===== config.mk =====
export PLATFORM = sky130hd
export DESIGN_NAME = owt_line_filter
export DESIGN_NICKNAME = d
export VERILOG_FILES = /design/src/logic/owt_line_filter.sv
export VERILOG_INCLUDE_DIRS = /design/src /design/src/include
export SDC_FILE = /design/constraint.sdc
export NUM_CORES = 1
export LEC_CHECK = 0
export BUFFER_PORTS_ARGS = -buffer_cell sky130_fd_sc_hd__clkbuf_2
export CAP_MARGIN = 20
export CORE_MARGIN = 8
export CORE_UTILIZATION = 35
export CTS_CLUSTER_SIZE = 8
export DETAILED_ROUTE_END_ITERATION = 6
export GPL_ROUTABILITY_DRIVEN = 0
export HOLD_SLACK_MARGIN = 0.15
export PLACE_DENSITY = 0.61
export REMOVE_ABC_BUFFERS = 1
export SYNTH_ARGS = -nofsm -noshare
export SYNTH_HDL_FRONTEND = slang
export SYNTH_SLANG_ARGS = --single-unit

===== constraint.sdc =====
create_clock -name i_clk -period 1.25 [get_ports i_clk]
set_input_delay 0.1875 -clock i_clk [delete_from_list [all_inputs] [get_ports i_clk]]
set_output_delay 0.1875 -clock i_clk [all_outputs]
set_load 0.02 [all_outputs]

===== src/include/owt_settings.svh =====
// owt receive hub settings

`ifndef OWT_SETTINGS_SVH
`define OWT_SETTINGS_SVH

// number of bus lines with one receiver each
`define OWT_CHAN_NUM  4

// clock cycles per manchester half-bit
`define OWT_HALF_CYC  4

// manchester zeros in the sync head
`define OWT_SYNC_BITS 4

// read address that carries 16-bit data
`define OWT_ADC_ADDR  7'h1f

`endif


===== src/logic/owt_line_filter.sv =====
// owt line filter

`timescale 1ns/100ps
`default_nettype none
`include "owt_settings.svh"

module owt_line_filter (
    input  logic                     i_clk,
    input  logic                     i_rst_n,
    input  logic [`OWT_CHAN_NUM-1:0] i_line,
    output logic [`OWT_CHAN_NUM-1:0] o_sym_vld,
    output logic [`OWT_CHAN_NUM-1:0] o_sym_lvl
);

    localparam int CNT_W = $clog2(`OWT_HALF_CYC + 1);

    logic [`OWT_CHAN_NUM-1:0] sync_q1;
    logic [`OWT_CHAN_NUM-1:0] sync_q2;
    logic [`OWT_CHAN_NUM-1:0] lvl_q;

    // synchronizer with lines idle high
    always_ff @(posedge i_clk or negedge i_rst_n) begin
        if (!i_rst_n) begin
            sync_q1 <= '1;
            sync_q2 <= '1;
            lvl_q   <= '1;
        end else begin
            sync_q1 <= i_line;
            sync_q2 <= sync_q1;
            lvl_q   <= sync_q2;
        end
    end

    genvar g;
    generate
        for (g = 0; g < `OWT_CHAN_NUM; g++) begin : g_chan
            logic [CNT_W-1:0] hold_cnt;
            logic [CNT_W-1:0] cnt_nxt;
            logic             held;

            // restart on every level change
            assign cnt_nxt = (sync_q2[g] != lvl_q[g]) ? CNT_W'(1) : hold_cnt + 1'b1;
            assign held    = (cnt_nxt == CNT_W'(`OWT_HALF_CYC));

            always_ff @(posedge i_clk or negedge i_rst_n) begin
                if (!i_rst_n) begin
                    hold_cnt     <= '0;
                    o_sym_vld[g] <= 1'b0;
                    o_sym_lvl[g] <= 1'b1;
                end else begin
                    hold_cnt     <= held ? '0 : cnt_nxt;
                    o_sym_vld[g] <= held;
                    o_sym_lvl[g] <= sync_q2[g];
                end
            end
        end
    endgenerate

endmodule

`default_nettype wire


==> results.sh <==
export IMPL_cp_startpoint="lvl_q[2]"
export IMPL_antenna_found_initial=0
export IMPL_synth_common_cells="dfrtp_1, dfstp_2, xnor2_1"
export IMPL_ioPinCount=14
export IMPL_grt_pass1_vias=619
export IMPL_synth_most_common_cell="dfrtp_1"
export IMPL_routed_wl_mm=1.37
export IMPL_post_route_drc_count=0
export IMPL_period_needed_ps=1210
export IMPL_p_leak_uw=0.000558
export IMPL_die_area_um2=4830
export IMPL_slew_headroom_pct=77.5
export IMPL_grtUsageTotal_pct=6.56
export IMPL_vias=547
export IMPL_portBuffers=13
export IMPL_fmax_ghz=0.829
export IMPL_endpoint_kind="primary output"
export IMPL_cts_buffers=3
export IMPL_cts_root_buf="clkbuf_4"
export IMPL_overflow=0
export IMPL_clk_latency_ps=310
export IMPL_core_area_um2=2730
export IMPL_power_density_nw_per_um2=1450
export IMPL_critical_path_max_fanout=3
export IMPL_fin_crit_sh_pct=96.5
export IMPL_slowest_delay_ps=590
export IMPL_cts_buffer_depth=2
export IMPL_async_flop_share_pct=100
export IMPL_fin_ws_ps=43.8
export IMPL_synth_yosys_seq_area_share_pct=71.5
export IMPL_clock_sinks=28
export IMPL_rsz0062_at_grt="true"
export IMPL_hold_viol=0
export IMPL_path_class="flop to primary output"
export IMPL_nets=103
export IMPL_cts_tree="built"
export IMPL_reg2reg_from="g_chan[3].hold_cnt[0]"
export IMPL_synth_area_um2=1000
export IMPL_setup_viol=0
export IMPL_crit_chain="buf_8"
export IMPL_max_cap_violations=0
export IMPL_synth_seq_cells=28
export IMPL_n_antenna_cell=0
export IMPL_die_y_um=69.5
export IMPL_synth_edff_count=0
export IMPL_synth_top_area_share_pct=40.0
export IMPL_cpLargestDelayFamily="flip-flops"
export IMPL_synth_area_top_cells="dfrtp_1, dfstp_2, xnor2_1"
export IMPL_start_util_pct=36.6
export IMPL_fp_dieW_um=69.5
export IMPL_cp_start_kind="flop"
export IMPL_crit_path_top_delay_cell="dfstp_2"
export IMPL_hold_path_class="flop to flop"
export IMPL_synth_top_cell_by_area="dfrtp_1"
export IMPL_holdWs_ps=360
export IMPL_drt_first_pass_iters=3
export IMPL_synthDistinctLibCells=11
export IMPL_finalPower_uw=1810
export IMPL_syn_inst=64
export IMPL_grt_max_degree=29
export IMPL_seq_area_um2=716
export IMPL_grt_pass1_wl_mm=2.64
export IMPL_synth_avg_cell_area_um2=15.6
export IMPL_synth_warnings=0
export IMPL_multiInputGateArea_um2=290
export IMPL_area_growth_pct=25.1
export IMPL_outcome="finished clean"
export IMPL_synth_ff_type="dfrtp_1"
export IMPL_clkTransAtPathRegs_ps=140
export IMPL_drt_iter0_drc=7
export IMPL_wl_per_cell_um=11.1
export IMPL_critPathBufInv=1
export IMPL_nFillCells=239
export IMPL_arrival_ps=1020
export IMPL_required_ps=1060
export IMPL_rows=19
export IMPL_htree_levels=1
export IMPL_final_max_slew_viol_count=0
export IMPL_drive_gt1_share_pct=40.2
export IMPL_detail_route_vias_per_cell=4.45
export IMPL_min_delay_start="sync_q1[2]"
export IMPL_post_place_ws_ps=123
export IMPL_drtAntennaViolNets=0
export IMPL_worstMarginPinSlew_ps=337
export IMPL_fin_skew_ps=4.74
export IMPL_max_vdd_ir_drop_mv=0.807
[cell usage in the layout (no fill, tap or decap), drive strengths merged]
master,n
xnor2,8
clkbuf,13
nand2,4
nor3b,2
dfstp,12
xor2,4
dlygate4sd3,5
ha,4
dfrtp,16
nor4b,2
nor2b,4
and2,4
buf,10
nor3,4
[cell type report]
cell class              instances  share of cell area (%)
repair buffers                 24                    14.5
clock buffers                   4                    2.10
flip-flops and latches         28                    57.1
multi-input cells              36                    23.2
well taps                      31                    3.10
[flip-flops by register name, summed over array words and instances (netlist names)]
signal	cells
sync_q2	4
o_sym_vld	4
lvl_q	4
sync_q1	4
g_chan.hold_cnt	12
[through the flow]
stage / setup TNS, ps / cell area [um2] / instances / util (%)
after global placement: 0 / 1110 / 109 / 40.7
after CTS: -14.6 / 1230 / 121 / 44.9
after global routing: -11.4 / 1250 / 123 / 45.8
after detailed placement: 0 / 1110 / 109 / 40.7
final: 0 / 1250 / 123 / 45.8
after floorplan: 0 / 1000 / 64 / -
[worst paths after layout]
check	end	slack (ps)	cells after the start
setup / recovery	o_sym_lvl[2]	40	1
hold / removal	sync_q2[2]	360	0
setup reg to reg	o_sym_vld[3]	100	3
hold reg to reg	sync_q2[2]	360	0
max in group asynchronous	sync_q1[0]	570	3
min in group asynchronous	g_chan[3].hold_cnt[2]	380	3
[per-layer routing]
metal | vias to the layer above | track usage, % | part of all wire (%)
met1 | 272 | 6.79 | 45
li1 | 265 | - | -
met3 | 2 | 3.00 | 6.6
met5 | - | 0 | 0
met2 | 8 | 10.9 | 47
met4 | 0 | 3.42 | 1.0
[cells by family (layout without fill, tap and decap cells)]
kind of cell	after synthesis	count (layout)	share of synthesized area, %
xor+xnor	12	12	10.5
fa+ha+maj	4	4	5.00
buf+inv	0	28	0
flops	28	28	71.5
simple gates	20	20	13.0
[repair_timing]
action                                  in CTS  in global routing
hold buffers                                 5                  0
buffers inserted                             3                  2
endpoints found under the setup margin       4                  5
resized for setup                            5                  6
endpoints found under the hold margin       32                  0
[where the power goes]
part / switching (uW) / internal (uW)
logic: 178 / 185
registers: 52.7 / 1030
clock network: 245 / 125
total: 475 / 1340
No activity file was read; power rests on OpenSTA's default activity.
