$ cat src/include/owt_settings.svh
// owt receive hub settings

`ifndef OWT_SETTINGS_SVH
`define OWT_SETTINGS_SVH

// number of bus lines with one receiver each
`define OWT_CHAN_NUM  4

// clock cycles per manchester half-bit
`define OWT_HALF_CYC  4

// manchester zeros in the sync head
`define OWT_SYNC_BITS 4

// read address that carries 16-bit data
`define OWT_ADC_ADDR  7'h1f

`endif

$ cat src/logic/owt_pkg.sv
// owt bus types

`default_nettype none

package owt_pkg;

    // bit 7 set for a write
    typedef logic [7:0]  owt_cmd_t;
    // 8-bit data in the low byte
    typedef logic [15:0] owt_data_t;
    typedef logic [7:0]  owt_crc_t;
    typedef logic [1:0]  owt_chan_t;

    typedef enum logic [2:0] {
        st_idle,
        st_sync_head,
        st_sync_tail,
        st_cmd,
        st_adc_data,
        st_nml_data,
        st_crc,
        st_end_tail
    } owt_rx_st_e;

endpackage

`default_nettype wire

$ cat src/logic/owt_frame_if.sv
// owt finished frame

`timescale 1ns/100ps
`default_nettype none

interface owt_frame_if;

    // one-cycle pulse at the end of a frame
    logic               ack;
    // valid with ack
    logic               err;
    // held until the next frame starts
    owt_pkg::owt_cmd_t  cmd;
    owt_pkg::owt_data_t data;

    modport rx (
        output ack,
        output err,
        output cmd,
        output data
    );

    modport arb (
        input  ack,
        input  err,
        input  cmd,
        input  data
    );

endinterface

`default_nettype wire

$ cat src/logic/owt_crc8_serial.sv
// owt serial crc-8

`timescale 1ns/100ps
`default_nettype none

module owt_crc8_serial (
    input  logic              i_clk,
    input  logic              i_rst_n,
    input  logic              i_vld,
    input  logic              i_bit,
    input  logic              i_start,
    output owt_pkg::owt_crc_t o_crc
);

    // x^8 + x^2 + x + 1
    localparam owt_pkg::owt_crc_t POLY = 8'h07;

    owt_pkg::owt_crc_t crc_base;
    logic              fb;

    // start bit is shifted into a cleared register
    assign crc_base = i_start ? '0 : o_crc;
    assign fb       = crc_base[7] ^ i_bit;

    always_ff @(posedge i_clk or negedge i_rst_n) begin
        if (!i_rst_n) begin
            o_crc <= '0;
        end else if (i_vld) begin
            o_crc <= {crc_base[6:0], 1'b0} ^ (fb ? POLY : '0);
        end
    end

endmodule

`default_nettype wire

$ cat src/logic/owt_rx_frame.sv
// owt frame receiver

`timescale 1ns/100ps
`default_nettype none
`include "owt_settings.svh"

module owt_rx_frame (
    input  logic     i_clk,
    input  logic     i_rst_n,
    input  logic     i_sym_vld,
    input  logic     i_sym_lvl,
    owt_frame_if.rx  frm
);

    owt_pkg::owt_rx_st_e st_q;
    owt_pkg::owt_rx_st_e st_nxt;

    logic               half_q;
    logic               first_lvl;
    logic               idle_hi;
    logic [4:0]         bit_cnt;
    logic [4:0]         last_idx;
    logic [2:0]         tail_q;
    logic [3:0]         tail_nxt;
    owt_pkg::owt_cmd_t  cmd_q;
    owt_pkg::owt_cmd_t  cmd_nxt;
    owt_pkg::owt_data_t data_q;
    owt_pkg::owt_crc_t  crc_rx_q;
    owt_pkg::owt_crc_t  crc_calc;
    logic               ack_q;
    logic               err_q;

    logic pair_done;
    logic pair_bad;
    logic paired_st;
    logic bit_stb;
    logic raw_stb;
    logic field_end;
    logic adc_rd;
    logic abort;
    logic frm_done;
    logic frm_bad;

    //==============================
    // symbol pairing
    //==============================
    // second half level is the bit value
    assign pair_done = i_sym_vld & half_q;
    assign pair_bad  = (first_lvl == i_sym_lvl);
    assign paired_st = st_q inside {owt_pkg::st_sync_head, owt_pkg::st_cmd,
                                    owt_pkg::st_adc_data, owt_pkg::st_nml_data,
                                    owt_pkg::st_crc};
    assign bit_stb   = pair_done & paired_st & ~pair_bad;
    assign raw_stb   = i_sym_vld & (st_q inside {owt_pkg::st_sync_tail, owt_pkg::st_end_tail});

    assign tail_nxt  = {tail_q, i_sym_lvl};
    assign cmd_nxt   = {cmd_q[6:0], i_sym_lvl};
    assign adc_rd    = ~cmd_nxt[7] & (cmd_nxt[6:0] == `OWT_ADC_ADDR);

    always_comb begin
        case (st_q)
            owt_pkg::st_sync_head: last_idx = 5'(`OWT_SYNC_BITS - 1);
            owt_pkg::st_adc_data:  last_idx = 5'd15;
            owt_pkg::st_cmd,
            owt_pkg::st_nml_data,
            owt_pkg::st_crc:       last_idx = 5'd7;
            default:               last_idx = 5'd3;
        endcase
    end

    assign field_end = (bit_cnt == last_idx);

    //==============================
    // frame fsm
    //==============================
    always_comb begin
        st_nxt   = st_q;
        abort    = 1'b0;
        frm_done = 1'b0;
        frm_bad  = 1'b0;
        case (st_q)
            owt_pkg::st_idle: begin
                // high then low strobe is the first sync zero
                if (i_sym_vld & ~i_sym_lvl & idle_hi) begin
                    st_nxt = owt_pkg::st_sync_head;
                end
            end
            owt_pkg::st_sync_head: begin
                if (pair_done) begin
                    if (pair_bad | i_sym_lvl) begin
                        abort = 1'b1;
                    end else if (field_end) begin
                        st_nxt = owt_pkg::st_sync_tail;
                    end
                end
            end
            owt_pkg::st_sync_tail: begin
                if (i_sym_vld & field_end) begin
                    if (tail_nxt == 4'b1100) begin
                        st_nxt = owt_pkg::st_cmd;
                    end else begin
                        abort = 1'b1;
                    end
                end
            end
            owt_pkg::st_cmd: begin
                if (pair_done) begin
                    if (pair_bad) begin
                        abort = 1'b1;
                    end else if (field_end) begin
                        st_nxt = adc_rd ? owt_pkg::st_adc_data : owt_pkg::st_nml_data;
                    end
                end
            end
            owt_pkg::st_adc_data,
            owt_pkg::st_nml_data: begin
                if (pair_done) begin
                    if (pair_bad) begin
                        abort = 1'b1;
                    end else if (field_end) begin
                        st_nxt = owt_pkg::st_crc;
                    end
                end
            end
            owt_pkg::st_crc: begin
                if (pair_done) begin
                    if (pair_bad) begin
                        abort = 1'b1;
                    end else if (field_end) begin
                        st_nxt = owt_pkg::st_end_tail;
                    end
                end
            end
            owt_pkg::st_end_tail: begin
                if (i_sym_vld & field_end) begin
                    st_nxt   = owt_pkg::st_idle;
                    frm_done = 1'b1;
                    frm_bad  = (tail_nxt != 4'b1100) | (crc_rx_q != crc_calc);
                end
            end
            default: st_nxt = owt_pkg::st_idle;
        endcase
        if (abort) begin
            st_nxt   = owt_pkg::st_idle;
            frm_done = 1'b1;
            frm_bad  = 1'b1;
        end
    end

    always_ff @(posedge i_clk or negedge i_rst_n) begin
        if (!i_rst_n) begin
            st_q    <= owt_pkg::st_idle;
            half_q  <= 1'b0;
            idle_hi <= 1'b0;
            bit_cnt <= '0;
            ack_q   <= 1'b0;
            err_q   <= 1'b0;
        end else begin
            st_q  <= st_nxt;
            ack_q <= frm_done;
            err_q <= frm_bad;
            if (st_q != st_nxt) begin
                half_q <= 1'b0;
            end else if (paired_st & i_sym_vld) begin
                half_q <= ~half_q;
            end
            // first sync zero is already counted when leaving idle
            if (st_q != st_nxt) begin
                bit_cnt <= (st_q == owt_pkg::st_idle) ? 5'd1 : 5'd0;
            end else if (bit_stb | raw_stb) begin
                bit_cnt <= bit_cnt + 1'b1;
            end
            if (st_q != owt_pkg::st_idle) begin
                idle_hi <= 1'b0;
            end else if (i_sym_vld) begin
                idle_hi <= i_sym_lvl;
            end
        end
    end

    //==============================
    // field shifters
    //==============================
    always_ff @(posedge i_clk) begin
        if (i_sym_vld & ~half_q) begin
            first_lvl <= i_sym_lvl;
        end
        if (raw_stb) begin
            tail_q <= tail_nxt[2:0];
        end
        if ((st_q == owt_pkg::st_idle) & (st_nxt == owt_pkg::st_sync_head)) begin
            cmd_q  <= '0;
            data_q <= '0;
        end else if (bit_stb & (st_q == owt_pkg::st_cmd)) begin
            cmd_q <= cmd_nxt;
        end else if (bit_stb & (st_q inside {owt_pkg::st_adc_data, owt_pkg::st_nml_data})) begin
            data_q <= {data_q[14:0], i_sym_lvl};
        end
        if (bit_stb & (st_q == owt_pkg::st_crc)) begin
            crc_rx_q <= {crc_rx_q[6:0], i_sym_lvl};
        end
    end

    // crc over cmd and data msb first
    owt_crc8_serial u_crc (
        .i_clk   (i_clk),
        .i_rst_n (i_rst_n),
        .i_vld   (bit_stb & (st_q inside {owt_pkg::st_cmd, owt_pkg::st_adc_data,
                                          owt_pkg::st_nml_data})),
        .i_bit   (i_sym_lvl),
        .i_start ((st_q == owt_pkg::st_cmd) & (bit_cnt == 5'd0)),
        .o_crc   (crc_calc)
    );

    assign frm.ack  = ack_q;
    assign frm.err  = err_q;
    assign frm.cmd  = cmd_q;
    assign frm.data = data_q;

endmodule

`default_nettype wire

$ cat src/flat_wrapper.sv
// flat-port wrapper written by rule: the top's interface ports become plain ports
module owt_rx_frame_flat 
  (i_clk, i_rst_n, i_sym_vld, i_sym_lvl, frm_ack, frm_err, frm_cmd, frm_data);
  owt_frame_if frm_i ();
  input  logic i_clk;
  input  logic i_rst_n;
  input  logic i_sym_vld;
  input  logic i_sym_lvl;
  output wire logic [$bits(frm_i.ack)-1:0] frm_ack;
  output wire logic [$bits(frm_i.err)-1:0] frm_err;
  output wire logic [$bits(frm_i.cmd)-1:0] frm_cmd;
  output wire logic [$bits(frm_i.data)-1:0] frm_data;
  assign frm_ack = frm_i.ack;
  assign frm_err = frm_i.err;
  assign frm_cmd = frm_i.cmd;
  assign frm_data = frm_i.data;
  owt_rx_frame u_core (.i_clk(i_clk), .i_rst_n(i_rst_n), .i_sym_vld(i_sym_vld), .i_sym_lvl(i_sym_lvl), .frm(frm_i));
endmodule
$ cat config.mk
export PLATFORM = sky130hd
export DESIGN_NAME = owt_rx_frame_flat
export DESIGN_NICKNAME = d
export VERILOG_FILES = /design/src/logic/owt_pkg.sv /design/src/logic/owt_frame_if.sv /design/src/logic/owt_crc8_serial.sv /design/src/logic/owt_rx_frame.sv /design/src/flat_wrapper.sv
export VERILOG_INCLUDE_DIRS = /design/src /design/src/include
export SDC_FILE = /design/constraint.sdc
export NUM_CORES = 1
export LEC_CHECK = 0
export BUFFER_PORTS_ARGS = -buffer_cell sky130_fd_sc_hd__buf_2
export CAP_MARGIN = 20
export CORE_ASPECT_RATIO = 1.75
export CORE_UTILIZATION = 40
export CTS_BUF_LIST = sky130_fd_sc_hd__clkbuf_8
export DETAILED_ROUTE_END_ITERATION = 10
export PLACE_DENSITY_LB_ADDON = 0.15
export SYNTH_ARGS = -nofsm -noshare
export SYNTH_HDL_FRONTEND = slang
export SYNTH_SLANG_ARGS = --single-unit
$ cat constraint.sdc
create_clock -name i_clk -period 3.04 [get_ports i_clk]
set_input_delay 0.456 -clock i_clk [delete_from_list [all_inputs] [get_ports i_clk]]
set_output_delay 0.456 -clock i_clk [all_outputs]
set_load 0.005 [all_outputs]
==> flow_metrics.tcl <==
set metrics [dict create \
    yosysSeqAreaShare_pct 51.0 \
    synth_cells 286 \
    hold_class "in -> async" \
    hold_viol 0 \
    fin_nets 328 \
    worst_pin_slew_ns 0.524 \
    async_flop_share_pct 35.7 \
    drive_above_1_share_pct 16.8 \
    yosys.area.top_type_share_pct 19.0 \
    grt_usage_pct 19.2 \
    cts_buffers 5 \
    die_w_um 63.3 \
    drt_first_pass_iters 4 \
    clk_latency_ns 0.32 \
    period_needed_ns 2.55 \
    syn_area_mm2 0.00263 \
    p_seq_share_pct 53.8 \
    area_delta_synth_final_pct 14.4 \
    overflow 0 \
    synthDistinctLibCells 43 \
    rows 38 \
    hold_buffers 0 \
    p_sw_uw 434 \
    worst_setup_path_end_kind "flop" \
    max_freq_ghz 0.393 \
    p_int_uw 1070 \
    synth_edf_count 12 \
    yosysTopAreaCell "dfrtp_1" \
    grt_pass1_vias 2072 \
    synth_top_cells_by_area "dfrtp_1 (19%), dfxtp_1 (18%), edfxtp_1 (14%)" \
    drt-vias-per-instance 5.40 \
    maxSlewHeadroom_pct 65.0 \
    final.period_utilization_pct 83.7 \
    combPwrFrac_pct 17.1 \
    drt_iter0_drc 90 \
    hpwl_um 4570 \
    cp-start-kind "flop" \
    drc 0 \
    path_clk_slew_ns 0.09 \
    antenna_found_initial 0 \
    power.leakage_uw 0.00121 \
    avgSynthCellArea_um2 9.19 \
    start_util_pct 41.9 \
    core_mm2 0.00628 \
    antenna-diode-count 0 \
    ys_ff_latch 56 \
    setup_violations 0 \
    slew_violations 0 \
    place_congestion 0.906 \
    dpl.cell_count 394 \
    yosysMostFrequentCell "nand2_1" \
    cts.sinks 56 \
    path_class "reg -> reg" \
    clock_path_buffers 2 \
    rsz0062_at_grt "false" \
    synth_warnings 0 \
    ys_top_cells_by_count "nand2_1 (66), a21oi_1 (28), dfxtp_1 (24)" \
    fillers 642 \
    port_buffers 29 \
    cap_violations 0 \
    critPathRequiredTime_ns 3.24 \
    p_sw_share_pct 28.9 \
    ant_nets 0 \
    grt_start_max_net_pins 26 \
    wirelength_um 6140 \
    ctsResizeCount 0 \
    boundaryPins 30 \
    synth_nets 293 \
    final_cells 402 \
    postCtsSetupBuffers 0 \
    clock_skew_ns 0.00385 \
    hold_slack_ns 0.0779 \
    die_h_um 109 \
    ir_drop_v 0.000313 \
    cts_tree "yes" \
    status "finished clean" \
    powerDensity_mw_per_mm2 500 \
    num_vias 2170 \
    die_area_mm2 0.00691 \
    pwr-share-clk_pct 29.1 \
    h-tree-depth 2 \
    grt_pass1_wl_um 10200 \
    ys.flop_type "dfxtp_1" \
    finish.utilization_pct 47.9 \
    root_buffer "clkbuf_8" \
    cp_max_fo 6 \
    wl_per_cell_um 15.3 \
    tns_ns 0 \
    cp.arrival_ns 2.75 \
]
per-stage QoR:
| stage | power (uW) | instance area (um^2) | setup WS, ns |
|---|---|---|---|
| 2_1_floorplan | 1000 | 2630 | 0.454 |
| 3_3_place_gp | 1080 | 2910 | 0.560 |
| 3_5_place_dp | 1080 | 2910 | 0.507 |
| 4_1_cts | 1520 | 3010 | 0.528 |
| 5_1_grt | 1570 | 3010 | 0.338 |
| 6_report | 1500 | 3010 | 0.495 |
power by group through the flow:
stage,Sequential [uW],Combinational (uW),Clock (uW)
floorplan,820,181,0
global placement,825,259,0
detailed placement,824,260,0
CTS,809,259,450
global route,813,284,477
finish,809,258,437
registers in the layout (all words and copies together) (netlist names):
name                count
u_core.st_q             3
u_core.u_crc.o_crc      8
u_core.crc_rx_q         8
u_core.frm.data        16
u_core.tail_q           3
u_core.frm.err          1
u_core.idle_hi          1
u_core.bit_cnt          5
u_core.first_lvl        1
u_core.half_q           1
u_core.frm.ack          1
u_core.frm.cmd          8
cells in the final DEF (no fill, tap or decap), types with 4 or more instances in the layout:
| cell type | count |
|---|---|
| a22o_1 | 5 |
| buf_2 | 29 |
| and2_1 | 5 |
| nor2_1 | 14 |
| a31oi_1 | 4 |
| edfxtp_1 | 12 |
| dfxtp_1 | 24 |
| nor2b_1 | 6 |
| buf_4 | 12 |
| xor2_1 | 6 |
| nand4_1 | 8 |
| nand2_1 | 66 |
| o21ai_0 | 5 |
| inv_1 | 5 |
| xnor2_1 | 14 |
| nor3_1 | 9 |
| nand3_1 | 10 |
| a21oi_1 | 28 |
| clkbuf_8 | 6 |
| dfrtp_1 | 20 |
kinds of logic after synthesis:
kind of cell / share of synthesized area [%]
AO/OA/AOI/OAI: 13.7
XOR/XNOR: 7.28
adder cells (fa/ha/maj): 1.43
buffers and inverters: 2.90
flip-flops: 51.0
multiplexers: 0.809
AND/OR/NAND/NOR: 22.9
metal layers:
metal  global-route usage [%]  part of all wire [%]  vias up
met5                        0                     0        -
met1                     21.9                    42     1036
li1                         -                     -     1063
met4                     9.74                   2.8        0
met3                     3.77                   3.3       14
met2                     33.8                    52       57
final timing paths:
| path | end | depth (start not counted) | startpoint | slack (ns) |
|---|---|---|---|---|
| setup / recovery | u_core.bit_cnt[0]$_DFFE_PN0P_ | 7 | u_core.bit_cnt[1]$_DFFE_PN0P_ | 0.49 |
| hold / removal | u_core.bit_cnt[3]$_DFFE_PN0P_ | 1 | i_rst_n | 0.08 |
| setup reg to reg | u_core.bit_cnt[0]$_DFFE_PN0P_ | 7 | u_core.bit_cnt[1]$_DFFE_PN0P_ | 0.49 |
| hold reg to reg | u_core.frm.data[15]$_SDFFE_PP0P_ | 2 | u_core.frm.data[15]$_SDFFE_PP0P_ | 0.47 |
| max in group asynchronous | u_core.u_crc.o_crc[2]$_DFFE_PN0P_ | 1 | i_rst_n | 2.64 |
| min in group i_clk | u_core.frm.data[15]$_SDFFE_PP0P_ | 2 | u_core.frm.data[15]$_SDFFE_PP0P_ | 0.47 |
worst max-delay path, stage by stage (launching register included):
cell and delay (ns):
dfrtp_1 0.38, ha_1 0.26, nor2b_1 0.34, nand3_1 0.21, or4_1 0.49, and2_1 0.22, a221oi_4 0.40, o21bai_1 0.12
area by class of cell:
class                   instances  area (um^2)  area share, %
repair buffers                 41          235           7.82
multi-input cells             211         1210           40.3
flip-flops and latches         56         1340           44.6
clock inverters                 2         13.8          0.458
well taps                      80          100           3.33
clock buffers                   6         82.6           2.75
inverters                       6         22.5          0.749
No activity file was read; power rests on OpenSTA's default activity.
